$ cat config.mk
export PLATFORM = sky130hd
export DESIGN_NAME = client_arbiter
export DESIGN_NICKNAME = d
export VERILOG_FILES = /design/src/design/hc_pkg.sv /design/src/design/client_arbiter.sv
export SDC_FILE = /design/constraint.sdc
export NUM_CORES = 1
export LEC_CHECK = 0
export ABC_AREA = 1
export BUFFER_PORTS_ARGS = -buffer_cell sky130_fd_sc_hd__buf_2
export CAP_MARGIN = 0
export CORE_UTILIZATION = 26
export CTS_CLUSTER_SIZE = 10
export DETAILED_ROUTE_END_ITERATION = 8
export PLACE_DENSITY = 0.78
export REMOVE_ABC_BUFFERS = 1
export SLEW_MARGIN = 10
export SYNTH_ARGS = -nofsm -noshare
export SYNTH_HDL_FRONTEND = slang
export SYNTH_SLANG_ARGS = --single-unit
$ cat constraint.sdc
create_clock -name clk -period 1.2 [get_ports clk]
set_input_delay 0.06 -clock clk [delete_from_list [all_inputs] [get_ports clk]]
set_output_delay 0.06 -clock clk [all_outputs]
set_load 0.05 [all_outputs]
$ cat src/design/hc_pkg.sv
package hc_pkg;

    // symbol and memory geometry
    localparam int SYM_W     = 8;
    localparam int WORD_W    = 32;
    localparam int ADDR_W    = 10;
    localparam int MEM_DEPTH = 1 << ADDR_W;  // 1024 words

    // region codes, one per client
    localparam int REGION_W = 2;
    localparam logic [REGION_W-1:0] REG_HIST = 2'd0;
    localparam logic [REGION_W-1:0] REG_CODE = 2'd1;

    // word bases of each region
    localparam logic [ADDR_W-1:0] HIST_BASE = 10'h000;
    localparam logic [ADDR_W-1:0] CODE_BASE = 10'h300;

    // codebook entry fields, len sits above code
    localparam int LEN_W  = 5;
    localparam int CODE_W = 27;

    // histogram counts stick here instead of wrapping
    localparam logic [WORD_W-1:0] COUNT_MAX = '1;

    typedef struct packed {
        logic [WORD_W-1:0] count;
    } hist_view_t;

    typedef struct packed {
        logic [LEN_W-1:0]  len;   // code length in bits
        logic [CODE_W-1:0] code;  // right aligned code bits
    } cb_view_t;

    // one memory word, read as a count or as a codebook entry
    typedef union packed {
        hist_view_t hist;
        cb_view_t   cb;
    } mem_word_u;

endpackage

$ cat src/design/client_arbiter.sv
`timescale 1ns/1ns

module client_arbiter (
    input  logic                        clk,
    input  logic                        rst,
    input  logic                        h_op_req_i,
    input  logic                        h_op_we_i,
    input  logic [hc_pkg::SYM_W-1:0]    h_op_index_i,
    input  logic [hc_pkg::WORD_W-1:0]   h_op_wdata_i,
    output logic                        h_op_ack_o,
    input  logic                        c_op_req_i,
    input  logic                        c_op_we_i,
    input  logic [hc_pkg::SYM_W-1:0]    c_op_index_i,
    input  logic [hc_pkg::WORD_W-1:0]   c_op_wdata_i,
    output logic                        c_op_ack_o,
    output logic                        op_req_o,
    output logic                        op_we_o,
    output logic [hc_pkg::REGION_W-1:0] op_region_o,
    output logic [hc_pkg::SYM_W-1:0]    op_index_o,
    output logic [hc_pkg::WORD_W-1:0]   op_wdata_o,
    input  logic                        op_ack_i
);
    import hc_pkg::*;

    logic gnt_c_q;  // 1 while the codebook client owns the port
    logic gnt_c;
    logic free;

    // owner quiet and port ack back at zero
    assign free = !(gnt_c_q ? c_op_req_i : h_op_req_i) && !op_ack_i;

    always_comb begin
        gnt_c = gnt_c_q;
        if (free) begin
            if (h_op_req_i) begin
                gnt_c = 1'b0;  // histogram wins a tie
            end else if (c_op_req_i) begin
                gnt_c = 1'b1;
            end
        end
    end

    always_ff @(posedge clk or posedge rst) begin
        if (rst) begin
            gnt_c_q <= 1'b0;
        end else begin
            gnt_c_q <= gnt_c;
        end
    end

    assign op_req_o    = gnt_c ? c_op_req_i   : h_op_req_i;
    assign op_we_o     = gnt_c ? c_op_we_i    : h_op_we_i;
    assign op_index_o  = gnt_c ? c_op_index_i : h_op_index_i;
    assign op_wdata_o  = gnt_c ? c_op_wdata_i : h_op_wdata_i;
    assign op_region_o = gnt_c ? REG_CODE     : REG_HIST;

    assign h_op_ack_o = op_ack_i && !gnt_c;
    assign c_op_ack_o = op_ack_i && gnt_c;

endmodule

==> results.yml <==
global_route:
  grt_pass1_vias: 1247
  overflow: 0
  gr-usage-all-layers_pct: 20.7
  grt_max_degree: 26
  grt_pass1_wl_um: 4680
  antenna_found_initial: 0
worst_setup_path:
  worst-path-stages: 7
  r2r_start: "gnt_c_q"
  rr_worst_depth: 5
  critPathTopFamily: "buffers and inverters"
  critPathKind: "flip-flop to output pin"
  cp_max_fo: 11
  slowest_stage: "dfrtp_1"
  crit_top_cell: "buf_4"
  crit_buf_inv: 3
  cp_slowest_stage_delay_ns: 0.38
  critPathRequiredTime_ns: 1.14
  rr_endpoint: "gnt_c_q"
  crit_chain: "inv_1, nand2_2, nand2_4, buf_4, nand3_1, nand2_1, buf_4"
  r2r_slack_ns: 0.17
  cp.arrival_ns: 1.19
  startpoint_type: "flip-flop"
  endpoint_kind: "output pin"
sta:
  slew_violations: 0
  finalSetupViolCount: 28
  period_share_pct: 104
  max_freq_ghz: 0.803
  hold_viol_final: 0
  fin_hold_ws_ns: 0.445
  final.setup.tns_ns: -0.518
  min_period_ns: 1.25
  clock_skew_ns: 0
  setup_ws_ns: -0.0456
  grt_setup_unrepaired: "true"
route:
  via_count: 1496
  wl_per_cell_um: 11.4
  drc: 0
  drtPass1Iterations: 4
  totalWireLength_um: 3590
  drtIter0Drc: 16
  antenna_left: 0
  routed_via_density: 4.75
layout:
  fillers: 205
  antenna_cells: 0
  final_core_util_pct: 73.0
  fin_cells: 315
  largest_reg_flops: 1
  final_cell_mix: "buf_2, nand2_1, buf_6"
  regMostFlops: "gnt_c_q"
  largestRegisters: "gnt_c_q: 1 flops"
  final_common_cell: "buf_2"
  fin_nets: 374
  final_area_mm2: 0.00184
  drive_above_1_share_pct: 60.4
  syn2layout_area_growth_pct: 161
yosys:
  synth-seq-cells: 1
  ys_types: 11
  synth_area_um2: 706
  syn_inst: 154
  ys_seq_area_share_pct: 3.55
  avgSynthCellArea_um2: 4.58
  yosys_warnings: 0
die:
  die_x_um: 54.1
  start_util_pct: 28.0
  fp.coreArea_mm2: 0.00252
  die_area_mm2: 0.00293
  die_y_um: 54.1
  row_count: 18
  ios: 133
power_and_ir_drop:
  power.total_mw: 2.20
  leakagePower_nw: 1.13
  powerDensity_mw_per_mm2: 1190
  ir_drop_mv: 0.845
placed_design:
  dpl.cell_count: 313
  dp_hpwl_um: 2450
  io_buffer_count: 131
  gp_congestion: 0.768
  place_ws_ns: -0.0983
  place_area_mm2: 0.00144
worst_hold_path:
  hold_depth: 4
  hold_class: "input port to output pin"
  min_to: "op_wdata_o[9]"
  hp-start: "c_op_wdata_i[9]"
run:
  drv_cap: 0
clock_network:
  path_clk_slew_ns: 0
  worst_skew_pair.late_latency_ns: 0
run_status:
  outcome: "finished, violations left"
  violations: "setup timing"
## power by group
group	internal (mW)	switching (mW)	total, mW
clock	0	0	0
sequential	0.0395	0.00526	0.0448
combinational	0.799	1.35	2.15
total	0.839	1.36	2.20
## cells by family after synthesis
| kind of cell | share of synthesized area [%] |
|---|---|
| simple gates | 78.9 |
| buf+inv | 14.7 |
| compound gates | 2.31 |
| flops | 3.55 |
| other cells | 0.531 |
## worst reg2reg max path, stage by stage, from the launching register on
cell and delay [ns]:
dfrtp_1 0.38, inv_1 0.08, nand2_2 0.06, nand2_4 0.11, nand2_8 0.09, clkbuf_16 0.18
## cell usage after synthesis, drive strengths merged
cell | number | area share (%)
nand3 | 41 | 29
nor2 | 2 | 1.1
inv | 5 | 2.7
dfrtp | 1 | 3.5
nand2 | 89 | 49
buf | 14 | 12
o21ai | 1 | 2.3
conb | 1 | 0.53
## worst max-delay path by stage
stage,slack (ns),end,start
final,-0.05,op_wdata_o[0],gnt_c_q
after floorplan,-0.95,h_op_ack_o,gnt_c_q
after CTS,-0.001,op_we_o,gnt_c_q
after detailed placement,-0.1,op_wdata_o[7],gnt_c_q
after global routing,-0.12,op_wdata_o[0],gnt_c_q
after global placement,-0.08,op_wdata_o[23],gnt_c_q
## metal layers
| layer | up-vias | GRT usage [%] | part of all wire [%] |
|---|---|---|---|
| li1 | 748 | - | - |
| met1 | 664 | 18.7 | 34 |
| met2 | 84 | 47.9 | 56 |
| met3 | 0 | 2.26 | 10 |
| met4 | 0 | 1.71 | 0 |
| met5 | - | 0 | 0 |
## cell type report
type / count / area [um^2] / area share [%]
well taps: 30 / 37.5 / 2.04
multi-input cells: 134 / 658 / 35.8
flip-flops and latches: 1 / 25.0 / 1.36
repair buffers: 145 / 1100 / 59.8
inverters: 5 / 18.8 / 1.02
## timing repair
action / CTS / global route
gates cloned: 0 / 1
setup endpoints to repair: 43 / 43
buffers inserted: 0 / 0
hold buffers: 1 / 0
gates resized for setup: 86 / 32
pin swaps: 0 / 1
endpoints found under the hold margin: 1 / 0
Note: power is estimated with default switching activity, not from simulation.
