**config.mk**
```make
export PLATFORM = sky130hd
export DESIGN_NAME = hist_update
export DESIGN_NICKNAME = d
export VERILOG_FILES = /design/src/design/hc_pkg.sv /design/src/design/hist_update.sv
export SDC_FILE = /design/constraint.sdc
export NUM_CORES = 1
export LEC_CHECK = 0
export BUFFER_PORTS_ARGS = -buffer_cell sky130_fd_sc_hd__buf_4
export CORE_MARGIN = 4
export CORE_UTILIZATION = 39
export CTS_BUF_LIST = sky130_fd_sc_hd__clkbuf_8 sky130_fd_sc_hd__clkbuf_16
export CTS_CLUSTER_DIAMETER = 80
export DETAILED_ROUTE_END_ITERATION = 8
export PLACE_DENSITY = 0.75
export SETUP_SLACK_MARGIN = 0.15
export SYNTH_ARGS = -nofsm -noshare
export SYNTH_HDL_FRONTEND = slang
export SYNTH_SLANG_ARGS = --single-unit
```
**constraint.sdc**
```tcl
create_clock -name clk -period 6.7 [get_ports clk]
set_clock_uncertainty 0.1 [all_clocks]
set_input_delay 0.335 -clock clk [delete_from_list [all_inputs] [get_ports clk]]
set_output_delay 0.335 -clock clk [all_outputs]
set_load 0.02 [all_outputs]
```
**src/design/hc_pkg.sv**
```systemverilog
package hc_pkg;

    // symbol and memory geometry
    localparam int SYM_W     = 8;
    localparam int WORD_W    = 32;
    localparam int ADDR_W    = 10;
    localparam int MEM_DEPTH = 1 << ADDR_W;  // 1024 words

    // region codes, one per client
    localparam int REGION_W = 2;
    localparam logic [REGION_W-1:0] REG_HIST = 2'd0;
    localparam logic [REGION_W-1:0] REG_CODE = 2'd1;

    // word bases of each region
    localparam logic [ADDR_W-1:0] HIST_BASE = 10'h000;
    localparam logic [ADDR_W-1:0] CODE_BASE = 10'h300;

    // codebook entry fields, len sits above code
    localparam int LEN_W  = 5;
    localparam int CODE_W = 27;

    // histogram counts stick here instead of wrapping
    localparam logic [WORD_W-1:0] COUNT_MAX = '1;

    typedef struct packed {
        logic [WORD_W-1:0] count;
    } hist_view_t;

    typedef struct packed {
        logic [LEN_W-1:0]  len;   // code length in bits
        logic [CODE_W-1:0] code;  // right aligned code bits
    } cb_view_t;

    // one memory word, read as a count or as a codebook entry
    typedef union packed {
        hist_view_t hist;
        cb_view_t   cb;
    } mem_word_u;

endpackage

```
**src/design/hist_update.sv**
```systemverilog
`timescale 1ns/1ns

module hist_update (
    input  logic                      clk,
    input  logic                      rst,
    input  logic                      sym_req_i,
    input  logic                      sym_query_i,
    input  logic [hc_pkg::SYM_W-1:0]  sym_i,
    output logic                      sym_ack_o,
    output logic [hc_pkg::WORD_W-1:0] hist_count_o,
    output logic                      op_req_o,
    output logic                      op_we_o,
    output logic [hc_pkg::SYM_W-1:0]  op_index_o,
    output logic [hc_pkg::WORD_W-1:0] op_wdata_o,
    input  logic                      op_ack_i,
    input  logic [hc_pkg::WORD_W-1:0] op_rdata_i
);
    import hc_pkg::*;

    typedef enum logic [2:0] {
        S_IDLE,
        S_RD_REQ,
        S_RD_REL,
        S_WR_REQ,
        S_WR_REL,
        S_ACK
    } state_t;

    state_t            state, next;
    logic [SYM_W-1:0]  sym_q;
    logic              query_q;
    logic [WORD_W-1:0] count_q;
    mem_word_u         rd_word;
    mem_word_u         wr_word;

    assign rd_word = op_rdata_i;

    always_comb begin
        wr_word.hist.count = count_q;
    end

    always_ff @(posedge clk or posedge rst) begin
        if (rst) begin
            state <= S_IDLE;
        end else begin
            state <= next;
        end
    end

    always_comb begin
        next = state;
        case (state)
            S_IDLE:   if (sym_req_i) next = S_RD_REQ;
            S_RD_REQ: if (op_ack_i) next = S_RD_REL;
            S_RD_REL: if (!op_ack_i) next = query_q ? S_ACK : S_WR_REQ;
            S_WR_REQ: if (op_ack_i) next = S_WR_REL;
            S_WR_REL: if (!op_ack_i) next = S_ACK;
            S_ACK:    if (!sym_req_i) next = S_IDLE;
            default:  next = S_IDLE;
        endcase
    end

    always_ff @(posedge clk) begin
        if (state == S_IDLE && sym_req_i) begin
            sym_q   <= sym_i;
            query_q <= sym_query_i;
        end
        if (state == S_RD_REQ && op_ack_i) begin
            // saturate instead of wrapping to zero
            if (query_q || rd_word.hist.count == COUNT_MAX) begin
                count_q <= rd_word.hist.count;
            end else begin
                count_q <= rd_word.hist.count + 1'b1;
            end
        end
    end

    assign op_req_o     = (state == S_RD_REQ) || (state == S_WR_REQ);
    assign op_we_o      = (state == S_WR_REQ);
    assign op_index_o   = sym_q;
    assign op_wdata_o   = wr_word;
    assign sym_ack_o    = (state == S_ACK);
    assign hist_count_o = count_q;  // count after the op

endmodule

```
==> out/metrics.cfg <==
[grt]
antenna_found_initial=0
grt_max_degree=31
grt_overflow=0
track_usage=0.142
grt_pass1_vias=1765
grt_pass1_wl_mm=8.11

[sta]
max_freq_mhz=464
period_needed_ns=2.15
hold_viol=0
setup_viol=0
relSlewSlack=0.561
hold_ws_ns=0.108
worst_slack_ns=4.55
rsz0062_at_grt=false
tightestPinTransition_ns=0.653
slew_viol_final=0
final.period_utilization=0.322
setup_tns_ns=0

[worst_setup_path]
r2r-end=hist_count_o[14]$_DFFE_PP_
reg2reg_from=query_q$_DFFE_PP_
worstPathMaxFanout=10
cp_data_arrival_time_ns=2.11
end_kind=flop
crit_type=in2reg
critPathLaunchType=primary input
r2r_cells=4
rrSetupSlack_ns=4.56
cp-endpoint=hist_count_o[14]$_DFFE_PP_
crit_start=op_rdata_i[0]
required_ns=6.65

[power]
swShare=0.356
p_seq_frac=0.443
p_leak_nw=1.35
pwr-share-comb=0.368
worst_ir_drop_vdd_mv=0.178
p_per_area_nw_per_um2=284
p_clk_frac=0.189
netSwitchingPower_uw=330
internal-power_uw=597

[clock_network]
cts_buffers=5
cts_max_level=2
clk_pin_slew_worst_paths_ns=0.08
cts_buffer_depth=2
postCtsSetupBuffers=0
root_buffer=clkbuf_8
cts_sinks=44
tritoncts=done
clk_latency_ns=0.30

[floorplanning]
fp-row-count=28
die_area_um2=7480
core_area_um2=5960
io_pins=120
start_util=0.403
die_w_um=86.5
die_y_um=86.5

[yosys]
synth_compound_area_frac=0.0448
synth_ff_type=edfxtp_1
syn_area_per_cell_um2=11.5
syn_nets=254
synthCells=208
seq_area_frac_synth=0.544
synth_largest_area_cell=edfxtp_1
synth.most_common_cell=edfxtp_1
synthesis.area_um2=2400
synth_top_family_by_area=simple AND/OR/NAND/NOR gates
async_flop_share=0.0682
muxShareOfSynthArea=0.00938
synth_xor_area_frac=0.106
synth_cell_types=37
ys_ff_latch=44
synth_edf_count=41
yosysTopAreaCellShare=0.513
synthAdderAreaFrac=0.00521
synthTopCellsByArea=edfxtp_1, buf_4, xnor2_1
yosys.area_share.simple=0.172
yosysWarnings=0
synthTopCellsByCount=edfxtp_1, buf_4, xnor2_1

[hold_path]
worstHoldStart=sym_i[0]
min_path_type=in2reg
hold_path_depth=1

[cells_and_area]
syn2layout_area_growth_pct=35.6
drive_above_1_share=0.455
final_util=0.547
final_nets=348
diodes=0

[detailed_routing]
wl_mm=5.43
vias=1860
wl_per_cell_um=14.4
routed_via_density=4.92
drc_errors=0
first_iter_violations=105
firstDrtPassIters=4
final_antenna_net_count=0

[status]
status=completed

[flow_run]
cap_violations=0

[place]
hpwl_mm=4.40
io_buffers=119
dp_worst_setup_slack_ns=4.24
gp_congestion=0.810

-- layout make-up --
type / count / area, um^2
Clock buffer: 6 / 82.6
Sequential cell: 44 / 1310
Fill cell: 533 / 2700
Clock inverter: 2 / 15.0
Tap cell: 75 / 93.8
Inverter: 7 / 26.3
Multi-Input combinational cell: 122 / 816
Timing Repair Buffer: 122 / 918
-- layout by cell type (no fill, tap or decap), drive strengths merged, types with 3 or more instances in the layout --
cell	count
a21oi	3
and3	3
buf	121
clkbuf	6
dfrtp	3
edfxtp	41
inv	7
nand2	16
nand3	10
nand4	13
nor2	13
nor3	7
nor4	4
o21ai	4
xnor2	18
xor2	11
-- registers in the layout (all words and copies together), names as in the netlist --
register      flops
op_index_o        8
hist_count_o     32
query_q           1
state             3
-- critical path, stage by stage --
cell     delay [ns]
buf_4          0.10
ha_1           0.19
nand4_1        0.17
nor3_1         0.56
o31ai_4        0.26
o31a_1         0.28
or2_1          0.21
-- kinds of logic after synthesis --
group | Yosys count
AO/OA/AOI/OAI | 13
multiplexers | 2
flip-flops | 44
AND/OR/NAND/NOR | 77
adder cells (fa/ha/maj) | 1
buffers and inverters | 42
XOR/XNOR | 29
-- metrics by stage --
step                      cells  total power, mW  instance area (um^2)
after floorplan             208            0.632                  2400
after global placement      369            0.753                  3150
after detailed placement    369            0.762                  3150
after CTS                   378            0.937                  3260
after global routing        378            0.974                  3260
final                       378            0.926                  3260
-- power groups by stage --
stage	Clock (mW)	Sequential [mW]	Combinational [mW]
floorplan	0	0.455	0.177
global placement	0	0.415	0.338
detailed placement	0	0.418	0.345
CTS	0.179	0.412	0.346
global route	0.193	0.420	0.361
finish	0.175	0.410	0.341
-- per-layer routing --
metal | share of wire | GRT usage
met4 | 0.017 | 0.0524
met1 | 0.35 | 0.149
met5 | 0 | 0
met2 | 0.54 | 0.265
met3 | 0.091 | 0.0409
-- worst min path at each step --
stage	to	slack, ns
floorplan	state[0]$_DFFE_PP0P_	-0.01
global placement	state[2]$_DFFE_PP0P_	0.11
detailed placement	state[1]$_DFFE_PP0P_	0.12
CTS	op_index_o[3]$_DFFE_PP_	0.1
global route	op_index_o[4]$_DFFE_PP_	0.08
finish	op_index_o[0]$_DFFE_PP_	0.11
-- what timing repair did --
action / in CTS / in global routing
resized for setup: 0 / 0
hold endpoints to repair: 3 / 0
hold buffers: 1 / 0
endpoints found under the setup margin: 0 / 0
Power figures use the tool's default switching activity.
