**src/design/hc_pkg.sv**
```systemverilog
package hc_pkg;

    // symbol and memory geometry
    localparam int SYM_W     = 8;
    localparam int WORD_W    = 32;
    localparam int ADDR_W    = 10;
    localparam int MEM_DEPTH = 1 << ADDR_W;  // 1024 words

    // region codes, one per client
    localparam int REGION_W = 2;
    localparam logic [REGION_W-1:0] REG_HIST = 2'd0;
    localparam logic [REGION_W-1:0] REG_CODE = 2'd1;

    // word bases of each region
    localparam logic [ADDR_W-1:0] HIST_BASE = 10'h000;
    localparam logic [ADDR_W-1:0] CODE_BASE = 10'h300;

    // codebook entry fields, len sits above code
    localparam int LEN_W  = 5;
    localparam int CODE_W = 27;

    // histogram counts stick here instead of wrapping
    localparam logic [WORD_W-1:0] COUNT_MAX = '1;

    typedef struct packed {
        logic [WORD_W-1:0] count;
    } hist_view_t;

    typedef struct packed {
        logic [LEN_W-1:0]  len;   // code length in bits
        logic [CODE_W-1:0] code;  // right aligned code bits
    } cb_view_t;

    // one memory word, read as a count or as a codebook entry
    typedef union packed {
        hist_view_t hist;
        cb_view_t   cb;
    } mem_word_u;

endpackage

```
**src/design/codebook_unit.sv**
```systemverilog
`timescale 1ns/1ns

module codebook_unit (
    input  logic                      clk,
    input  logic                      rst,
    input  logic                      cb_req_i,
    input  logic                      cb_we_i,
    input  logic [hc_pkg::SYM_W-1:0]  cb_sym_i,
    input  logic [hc_pkg::LEN_W-1:0]  cb_len_i,
    input  logic [hc_pkg::CODE_W-1:0] cb_code_i,
    output logic                      cb_ack_o,
    output logic [hc_pkg::LEN_W-1:0]  cb_len_o,
    output logic [hc_pkg::CODE_W-1:0] cb_code_o,
    output logic                      op_req_o,
    output logic                      op_we_o,
    output logic [hc_pkg::SYM_W-1:0]  op_index_o,
    output logic [hc_pkg::WORD_W-1:0] op_wdata_o,
    input  logic                      op_ack_i,
    input  logic [hc_pkg::WORD_W-1:0] op_rdata_i
);
    import hc_pkg::*;

    typedef enum logic [1:0] {
        C_IDLE,
        C_OP_REQ,
        C_OP_REL,
        C_ACK
    } state_t;

    state_t            state, next;
    logic              we_q;
    logic [SYM_W-1:0]  sym_q;
    logic [LEN_W-1:0]  len_q;
    logic [CODE_W-1:0] code_q;
    logic [LEN_W-1:0]  len_res;
    logic [CODE_W-1:0] code_res;
    mem_word_u         rd_word;
    mem_word_u         wr_word;

    assign rd_word = op_rdata_i;

    // pack the entry, length in the top bits
    always_comb begin
        wr_word.cb.len  = len_q;
        wr_word.cb.code = code_q;
    end

    always_ff @(posedge clk or posedge rst) begin
        if (rst) begin
            state <= C_IDLE;
        end else begin
            state <= next;
        end
    end

    always_comb begin
        next = state;
        case (state)
            C_IDLE: begin
                if (cb_req_i) begin
                    next = C_OP_REQ;
                end
            end
            C_OP_REQ: begin
                if (op_ack_i) begin
                    next = C_OP_REL;
                end
            end
            C_OP_REL: begin
                if (!op_ack_i) begin
                    next = C_ACK;  // port handshake fully closed
                end
            end
            C_ACK: begin
                if (!cb_req_i) begin
                    next = C_IDLE;
                end
            end
            default: next = C_IDLE;
        endcase
    end

    always_ff @(posedge clk) begin
        if (state == C_IDLE && cb_req_i) begin
            we_q   <= cb_we_i;
            sym_q  <= cb_sym_i;
            len_q  <= cb_len_i;
            code_q <= cb_code_i;
        end
        if (state == C_OP_REQ && op_ack_i) begin
            // a write echoes what was stored
            len_res  <= we_q ? len_q  : rd_word.cb.len;
            code_res <= we_q ? code_q : rd_word.cb.code;
        end
    end

    assign op_req_o   = (state == C_OP_REQ);
    assign op_we_o    = we_q;
    assign op_index_o = sym_q;
    assign op_wdata_o = wr_word;
    assign cb_ack_o   = (state == C_ACK);
    assign cb_len_o   = len_res;   // held until the next op
    assign cb_code_o  = code_res;

endmodule

```
**config.mk**
```make
export PLATFORM = sky130hd
export DESIGN_NAME = codebook_unit
export DESIGN_NICKNAME = d
export VERILOG_FILES = /design/src/design/hc_pkg.sv /design/src/design/codebook_unit.sv
export SDC_FILE = /design/constraint.sdc
export NUM_CORES = 1
export LEC_CHECK = 0
export BUFFER_PORTS_ARGS = -buffer_cell sky130_fd_sc_hd__buf_2
export CAP_MARGIN = 20
export CORE_MARGIN = 2
export CORE_UTILIZATION = 35
export DETAILED_ROUTE_END_ITERATION = 8
export GPL_TIMING_DRIVEN = 0
export PLACE_DENSITY = 0.64
export SKIP_CTS_REPAIR_TIMING = 1
export SLEW_MARGIN = 20
export SYNTH_ARGS = -nofsm -noshare
export SYNTH_HDL_FRONTEND = slang
export SYNTH_SLANG_ARGS = --single-unit
```
**constraint.sdc**
```tcl
create_clock -name clk -period 6.4 [get_ports clk]
set_clock_uncertainty 0.15 [all_clocks]
set_input_delay 0.64 -clock clk [delete_from_list [all_inputs] [get_ports clk]]
set_output_delay 0.64 -clock clk [all_outputs]
set_load 0.05 [all_outputs]
```
==> results.yml <==
timing:
  maxSlewViolCount: 0
  holdWs_ns: 0.315
  grt_setup_unrepaired: "no"
  tightest_slew_ns: 0.785
  setup_ws_ns: 4.26
  max_freq_ghz: 0.468
  relSlewSlack: 0.476
  period_share: 0.334
  setup_viol: 0
  fin_tns_setup_ns: 0
  finalCriticalPeriod_ns: 2.14
  finalHoldViolations: 0
synth:
  yosysTopAreaCellShare: 0.756
  syn_nets: 209
  yosysTopAreaCell: "edfxtp_1"
  avgSynthCellArea_sq_um: 22.8
  synth_cells: 127
  ys_ff_latch: 75
  synth_cell_type_count: 12
  synthesis.area_sq_um: 2900
  yosys_warnings: 0
  synth_area_leaders: "edfxtp_1, mux2_4, ha_1, dfrtp_1, buf_6"
  ys_seq_area_frac: 0.773
global_routing:
  grt_max_degree: 33
  antenna_found_initial: 0
  grt_pass1_wl_microns: 8180
  overflow: 0
  grt_usage: 0.125
  grt_pass1_vias: 1704
clocking:
  clkTransAtPathRegs_ns: 0.09
  cts_inserted_buffers: 9
  cts_max_level: 3
  clk_path_buf_depth: 2
  insertion_delay_ns: 0.34
  cts_root_buffer: "clkbuf_8"
  cts_tree: "yes"
  clkSinkCount: 75
worst_setup_path:
  cp.arrival_ns: 1.35
  crit_path_end_kind: "output port"
  critPathMaxFanout: 4
  crit_buf_inv: 2
  start_kind: "flop"
  cpMaxStageDelayCell: "dfrtp_1"
  required_ns: 5.61
  crit_chain: "inv_1 -> ha_1 -> buf_2"
  slowest_delay_ns: 0.43
  critPathTopFamily: "flip-flops"
  crit_type: "flop to output port"
flow_run:
  drv_cap: 0
die:
  initial_core_util: 0.357
  die_area_sq_um: 9030
  fp.dieH_microns: 95.0
  io_pins: 152
  die_w_microns: 95.0
  rows: 33
  core_area_sq_um: 8130
hold_path:
  holdCritPathClass: "primary input to flop"
route:
  drtIter0Drc: 56
  wl_per_cell_microns: 14.2
  drcViolationCount: 0
  drt_pass1_iterations: 4
  via_count: 1716
  drt_wl_total_microns: 5690
  vias_per_cell: 4.28
  detail-route-antenna-nets: 0
power_and_ir_drop:
  p_leak_nw: 1.77
  vdd_drop_max_mv: 0.190
  powerDensity_nw_per_um2: 402
cells_and_area:
  drive_gt1_frac: 0.696
  nets: 373
  area_delta_synth_final_pct: 38.6
  nFillCells: 732
  n_antenna_cell: 0
run_status:
  status: "completed"
placement:
  place_congestion: 0.715
  place_ws_ns: 4.44
  portBuffers: 151
  hpwl_microns: 4260
-- registers in the layout, indices dropped and copies added, names as in the netlist --
signal / flops
cb_code_o: 27
code_q: 27
op_index_o: 8
cb_len_o: 5
len_q: 5
state: 2
op_we_o: 1
-- stage by stage --
step	power (mW)	std cells	utilization	instance area, sq um
floorplan	1.14	127	-	2900
global placement	1.27	383	0.466	3790
detailed placement	1.28	384	0.469	3820
CTS	1.64	400	0.493	4010
global route	1.69	401	0.494	4020
finish	1.62	401	0.494	4020
-- path summary, 6_finish.rpt --
kind / slack [ns] / startpoint / cells after the start / endpoint
worst max-delay path: 4.26 / state[1] / 3 / op_req_o
worst min-delay path: 0.32 / cb_sym_i[1] / 1 / op_index_o[1]
worst max register to register: 4.46 / state[1] / 3 / cb_code_o[3]
worst min register to register: 0.42 / code_q[14] / 1 / cb_code_o[14]
max in group asynchronous: 5.44 / rst / 3 / state[0]
min in group asynchronous: 0.54 / rst / 3 / state[1]
-- cells in the mapped netlist --
cell and number:
nand2_1 1, mux2i_1 3, nor2_1 1, mux2_2 2
buf_6 4, edfxtp_1 73, dfrtp_1 2, and2_2 1
ha_1 5, inv_1 3, mux2_4 31, and2_1 1
-- logic make-up after synthesis --
| family | count (synthesis) | share of synthesized area |
|---|---|---|
| fa+ha+maj | 5 | 0.0216 |
| buf+inv | 7 | 0.0194 |
| flops | 75 | 0.773 |
| mux | 36 | 0.179 |
| simple gates | 4 | 0.00733 |
-- power by group --
group	internal, mW	switching [mW]
clock network	0.181	0.174
logic	0.167	0.406
registers	0.657	0.0313
total	1.01	0.611
-- final cells by class --
cell class	count	area [sq um]	share of cell area
clock inverter	6	65.1	0.0162
clock buffer	10	128	0.0318
buffer	4	45.0	0.0112
multi-input combinational	45	603	0.150
sequential	75	2240	0.558
timing repair buffer	153	793	0.197
tap	105	131	0.0327
inverter	3	11.3	0.00280
-- layer usage --
layer	global-route usage	vias up	wire, microns
met5	0	-	0
met4	0.0543	0	92
met3	0.0538	8	524
met2	0.216	84	2960
met1	0.131	805	2110
li1	-	819	-
-- placed cells by master (no fill, tap or decap), types with 2 or more instances in the layout --
| cell type | netlist | layout |
|---|---|---|
| buf_2 | 0 | 151 |
| edfxtp_1 | 73 | 73 |
| mux2_4 | 31 | 31 |
| clkbuf_8 | 0 | 9 |
| ha_1 | 5 | 5 |
| buf_6 | 4 | 4 |
| mux2i_1 | 3 | 3 |
| inv_1 | 3 | 3 |
| and2_2 | 1 | 2 |
| mux2_2 | 2 | 2 |
| clkinv_2 | 0 | 2 |
| dfrtp_1 | 2 | 2 |
Power figures use the tool's default switching activity.
