## config.mk

```make
export PLATFORM = sky130hd
export DESIGN_NAME = sram_port
export DESIGN_NICKNAME = d
export VERILOG_FILES = /design/src/design/hc_pkg.sv /design/src/design/sram_port.sv
export SDC_FILE = /design/constraint.sdc
export NUM_CORES = 1
export LEC_CHECK = 0
export BUFFER_PORTS_ARGS = -buffer_cell sky130_fd_sc_hd__buf_4
export CORE_AREA = 2 2 89 91
export DETAILED_ROUTE_END_ITERATION = 12
export DIE_AREA = 0 0 91 93
export PLACE_DENSITY = 0.75
export SETUP_SLACK_MARGIN = 0.02
export SYNTH_ARGS = -nofsm -noshare
export SYNTH_HDL_FRONTEND = slang
export SYNTH_SLANG_ARGS = --single-unit
```

## constraint.sdc

```tcl
create_clock -name clk -period 2.3 [get_ports clk]
set_input_delay 0.23 -clock clk [delete_from_list [all_inputs] [get_ports clk]]
set_output_delay 0.23 -clock clk [all_outputs]
set_load 0.01 [all_outputs]
```

## src/design/hc_pkg.sv

```systemverilog
package hc_pkg;

    // symbol and memory geometry
    localparam int SYM_W     = 8;
    localparam int WORD_W    = 32;
    localparam int ADDR_W    = 10;
    localparam int MEM_DEPTH = 1 << ADDR_W;  // 1024 words

    // region codes, one per client
    localparam int REGION_W = 2;
    localparam logic [REGION_W-1:0] REG_HIST = 2'd0;
    localparam logic [REGION_W-1:0] REG_CODE = 2'd1;

    // word bases of each region
    localparam logic [ADDR_W-1:0] HIST_BASE = 10'h000;
    localparam logic [ADDR_W-1:0] CODE_BASE = 10'h300;

    // codebook entry fields, len sits above code
    localparam int LEN_W  = 5;
    localparam int CODE_W = 27;

    // histogram counts stick here instead of wrapping
    localparam logic [WORD_W-1:0] COUNT_MAX = '1;

    typedef struct packed {
        logic [WORD_W-1:0] count;
    } hist_view_t;

    typedef struct packed {
        logic [LEN_W-1:0]  len;   // code length in bits
        logic [CODE_W-1:0] code;  // right aligned code bits
    } cb_view_t;

    // one memory word, read as a count or as a codebook entry
    typedef union packed {
        hist_view_t hist;
        cb_view_t   cb;
    } mem_word_u;

endpackage

```

## src/design/sram_port.sv

```systemverilog
`timescale 1ns/1ns

module sram_port (
    input  logic                        clk,
    input  logic                        rst,
    input  logic                        op_req_i,
    input  logic                        op_we_i,
    input  logic [hc_pkg::REGION_W-1:0] op_region_i,
    input  logic [hc_pkg::SYM_W-1:0]    op_index_i,
    input  logic [hc_pkg::WORD_W-1:0]   op_wdata_i,
    output logic                        op_ack_o,
    output logic [hc_pkg::WORD_W-1:0]   op_rdata_o,
    output logic                        busy_o,
    output logic                        mem_req_o,
    output logic                        mem_we_o,
    output logic [hc_pkg::ADDR_W-1:0]   mem_addr_o,
    output logic [hc_pkg::WORD_W-1:0]   mem_wdata_o,
    input  logic                        mem_ack_i,
    input  logic [hc_pkg::WORD_W-1:0]   mem_rdata_i
);
    import hc_pkg::*;

    typedef enum logic [1:0] {
        W_IDLE,
        W_PREP,
        W_COMMIT,
        W_DONE
    } wr_state_t;

    typedef enum logic [2:0] {
        R_IDLE,
        R_LATCH_ADDR,
        R_DO_READ,
        R_WAIT_DATA,
        R_DONE
    } rd_state_t;

    wr_state_t           w_state, w_next;
    rd_state_t           r_state, r_next;
    logic                idle;
    logic [REGION_W-1:0] region_q;
    logic [SYM_W-1:0]    index_q;
    logic [WORD_W-1:0]   wdata_q;
    logic [ADDR_W-1:0]   base;
    logic [ADDR_W-1:0]   addr_q;

    assign idle = (w_state == W_IDLE) && (r_state == R_IDLE);

    always_comb begin
        case (region_q)
            REG_HIST: base = HIST_BASE;
            REG_CODE: base = CODE_BASE;
            default:  base = HIST_BASE;  // unused codes fall back to histogram
        endcase
    end

    always_ff @(posedge clk or posedge rst) begin
        if (rst) begin
            w_state <= W_IDLE;
            r_state <= R_IDLE;
        end else begin
            w_state <= w_next;
            r_state <= r_next;
        end
    end

    // write sequence
    always_comb begin
        w_next = w_state;
        case (w_state)
            W_IDLE: begin
                if (idle && op_req_i && op_we_i) begin
                    w_next = W_PREP;
                end
            end
            W_PREP:   w_next = W_COMMIT;  // address settles
            W_COMMIT: begin
                if (mem_ack_i) begin
                    w_next = W_DONE;
                end
            end
            W_DONE: begin
                // memory must let go too before the next op
                if (!op_req_i && !mem_ack_i) begin
                    w_next = W_IDLE;
                end
            end
            default: w_next = W_IDLE;
        endcase
    end

    // read sequence
    always_comb begin
        r_next = r_state;
        case (r_state)
            R_IDLE: begin
                if (idle && op_req_i && !op_we_i) begin
                    r_next = R_LATCH_ADDR;
                end
            end
            R_LATCH_ADDR: r_next = R_DO_READ;
            R_DO_READ: begin
                if (mem_ack_i) begin
                    r_next = R_WAIT_DATA;
                end
            end
            R_WAIT_DATA: begin
                if (!mem_ack_i) begin
                    r_next = R_DONE;
                end
            end
            R_DONE: begin
                if (!op_req_i) begin
                    r_next = R_IDLE;
                end
            end
            default: r_next = R_IDLE;
        endcase
    end

    // request latch, address forming and read capture
    always_ff @(posedge clk) begin
        if (idle && op_req_i) begin
            region_q <= op_region_i;
            index_q  <= op_index_i;
            wdata_q  <= op_wdata_i;
        end
        if (w_state == W_PREP || r_state == R_LATCH_ADDR) begin
            addr_q <= base + {{(ADDR_W - SYM_W){1'b0}}, index_q};
        end
        if (r_state == R_WAIT_DATA && !mem_ack_i) begin
            op_rdata_o <= mem_rdata_i;  // ram holds its data after ack
        end
    end

    assign mem_req_o   = (w_state == W_COMMIT) || (r_state == R_DO_READ);
    assign mem_we_o    = (w_state == W_COMMIT);
    assign mem_addr_o  = addr_q;
    assign mem_wdata_o = wdata_q;
    assign op_ack_o    = (w_state == W_DONE) || (r_state == R_DONE);
    assign busy_o      = !idle;

endmodule

```

==> results.py <==
metrics = {
    "cells_and_area": {
        "final_common_cell": "buf_4",
        "final_cell_mix": "buf_4, edfxtp_1, clkbuf_8, inv_1, dfrtp_1",
        "stdcell_area_sq_um": 4428,
        "final_core_util_pct": 58.83,
        "area_growth_pct": 53.80,
        "nets": 378,
        "diodes": 0,
        "drive_gt1_share_pct": 59.20,
    },
    "floorplan": {
        "fp.dieW_um": 91,
        "io_pins": 157,
        "row_count": 32,
        "initial_core_util_pct": 38.25,
        "dieArea_sq_um": 8463,
        "design.core.area_sq_um": 7527,
        "die_y_um": 93,
    },
    "grt": {
        "grt_pass1_wl_um": 8411,
        "grt_antenna_before_repair": 0,
        "grt_overflow_total": 0,
        "grt_usage_pct": 13.45,
        "grt_max_degree": 43,
        "grt_pass1_vias": 1693,
    },
    "yosys": {
        "synth-xor-area-share_pct": 0,
        "syn_nets": 209,
        "yosys_warnings": 0,
        "netlist.area_leader.share_pct": 86.57,
        "yosysUniqueCellTypes": 23,
        "synth_compound_area_share_pct": 2.738,
        "synthCells": 126,
        "synthTopCellsByArea": "edfxtp_1, dfrtp_1, ha_1, and4b_1, inv_1",
        "netlist_area_sq_um": 2879,
        "synth-seq-area-share_pct": 90.92,
        "ys_ff_latch": 88,
        "synth_mux_area_share_pct": 0,
        "synth_top_area_cell": "edfxtp_1",
        "synth_adder_area_share_pct": 1.738,
        "synth_simple_gate_area_share_pct": 3.694,
        "avgSynthCellArea_sq_um": 22.85,
        "synth_top_family_by_area": "simple AND/OR/NAND/NOR gates",
    },
    "placed_design": {
        "portBuffers": 156,
        "hpwl_um": 4331,
        "placed_area_sq_um": 4200,
        "gp_congestion": 0.7777,
    },
    "hold_path": {
        "min_from": "op_wdata_i[20]",
        "min_path_type": "primary input to register",
        "min_to": "mem_wdata_o[20]",
        "hold_depth": 1,
    },
    "cts": {
        "cts_tree": "done",
        "cts_made_buffers": 9,
        "ctsHtreeMaxLevel": 3,
        "clkSinkCount": 88,
        "clkTransAtPathRegs_ps": 90,
        "cts_setup_buffers": 0,
        "clk_latency_ps": 350,
        "cts_root_buffer": "clkbuf_8",
        "cts_buffer_depth": 2,
    },
    "power": {
        "total_leakage_power_nw": 1.828,
        "ir_drop_v": 0.0005093,
        "pwr_density_cell_nw_per_um2": 962.4,
    },
    "worst_setup_path": {
        "worstPathRequired_ps": 2510,
        "crit_path_start_kind": "register",
        "r2r-start": "w_state[0]",
        "end_kind": "register",
        "r2r_end": "w_state[1]",
        "r2r_setup_slack_ps": 570,
        "worstPathArrival_ps": 1930,
        "worstPathMaxFanout": 4,
        "path_class": "register to register",
        "rr_worst_depth": 5,
    },
    "sta": {
        "worst_slew_pin_slew_ps": 375.2,
        "slew_viol_final": 0,
        "finalSetupViolations": 0,
        "hold_viol": 0,
        "fin_skew_ps": 11.83,
        "min_period_ps": 1726,
        "rsz0062_at_grt": "false",
        "timing.final.crit_share_pct": 75.04,
        "fmax_mhz": 579.4,
        "fin_tns_setup_ps": 0,
        "relSlewSlack_pct": 74.98,
    },
    "job": {
        "drv_cap": 0,
    },
    "detailed_routing": {
        "remaining_drc_errors": 0,
        "drt_iter0_drc": 64,
        "wl_per_cell_um": 14.21,
        "viasPerCell": 4.369,
        "postRouteAntennaNets": 0,
        "routed_wl_um": 5700,
        "vias": 1752,
        "firstDrtPassIters": 4,
    },
    "run_status": {
        "outcome": "complete, no violations",
    },
}
cells by family (layout without fill, tap and decap cells):
kind of cell,count (synthesis),count (layout)
fa+ha+maj,4,4
buf+inv,6,179
flops,88,88
simple gates,17,17
compound gates,11,11
worst max-delay path by stage:
stage               startpoint          to  cells after the start  slack, ps
finish              w_state[0]  w_state[1]                      5        570
global placement    w_state[0]  w_state[1]                      5        650
floorplan           w_state[0]  index_q[0]                      4        250
global route        w_state[0]  w_state[1]                      5        490
detailed placement  w_state[0]  w_state[1]                      5        600
CTS                 w_state[0]  w_state[1]                      5        580
worst max-delay path, stage by stage (launching register included):
cell,delay [ps]
dfrtp_1,420
inv_1,130
ha_1,230
nand2b_1,130
and4b_1,220
or4_1,470
flip-flops by register name, indices dropped and copies added (netlist names):
name,count
index_q,8
mem_addr_o,9
mem_wdata_o,32
op_rdata_o,32
r_state,3
region_q,2
w_state,2
cell type report:
type / instances / area (sq um)
clock buffer: 9 / 123.9
clock inverter: 6 / 93.84
fill: 602 / 3099
inverter: 5 / 18.77
multi-input combinational: 32 / 237.7
sequential: 88 / 2618
tap: 102 / 127.6
timing repair buffer: 159 / 1209
layer usage:
layer | share of wire (%) | GRT usage (%) | routed length [um] | vias to the layer above
li1 | - | - | - | 827
met1 | 36 | 15.46 | 2059 | 797
met4 | 1.7 | 5.556 | 95 | 0
met2 | 50 | 21.36 | 2850 | 117
met3 | 12 | 6.930 | 694 | 11
met5 | 0 | 0 | 0 | -
per-stage QoR:
stage | power, mW | instances | setup WS [ps] | hold slack [ps]
finish | 4.261 | 401 | 574.2 | 50.08
CTS | 4.320 | 401 | 581.2 | 32.02
global route | 4.464 | 401 | 492.3 | 27.44
detailed placement | 3.188 | 385 | 597.3 | 157.0
global placement | 3.150 | 385 | 650.9 | 149.2
floorplan | 2.638 | 126 | 252.0 | 8.521
power breakdown:
part | total [mW] | internal, mW | switching [mW]
Sequential | 2.17 | 2.06 | 0.110
Clock | 1.13 | 0.613 | 0.513
Combinational | 0.964 | 0.474 | 0.489
Total | 4.26 | 3.15 | 1.11
synthesized netlist by cell type:
| master | instances |
|---|---|
| nor2_1 | 2 |
| a21oi_1 | 2 |
| a211oi_1 | 1 |
| and4b_1 | 2 |
| o21bai_1 | 1 |
| o21ai_2 | 1 |
| nor3_2 | 1 |
| a21o_1 | 2 |
| nor2b_1 | 3 |
| nor3b_1 | 1 |
| or4_1 | 1 |
| nand3_1 | 3 |
| a311oi_1 | 1 |
| inv_1 | 5 |
| nand2b_1 | 2 |
| a31o_2 | 1 |
| dfrtp_1 | 5 |
| ha_1 | 4 |
| o22ai_1 | 1 |
| a31oi_1 | 1 |
| nand2_1 | 2 |
| edfxtp_1 | 83 |
| buf_4 | 1 |
timing repair:
action                    CTS  global route
gates resized for setup     0             0
hold buffers                1             0
hold endpoints to repair    5             0
Note: power is estimated with default switching activity, not from simulation.
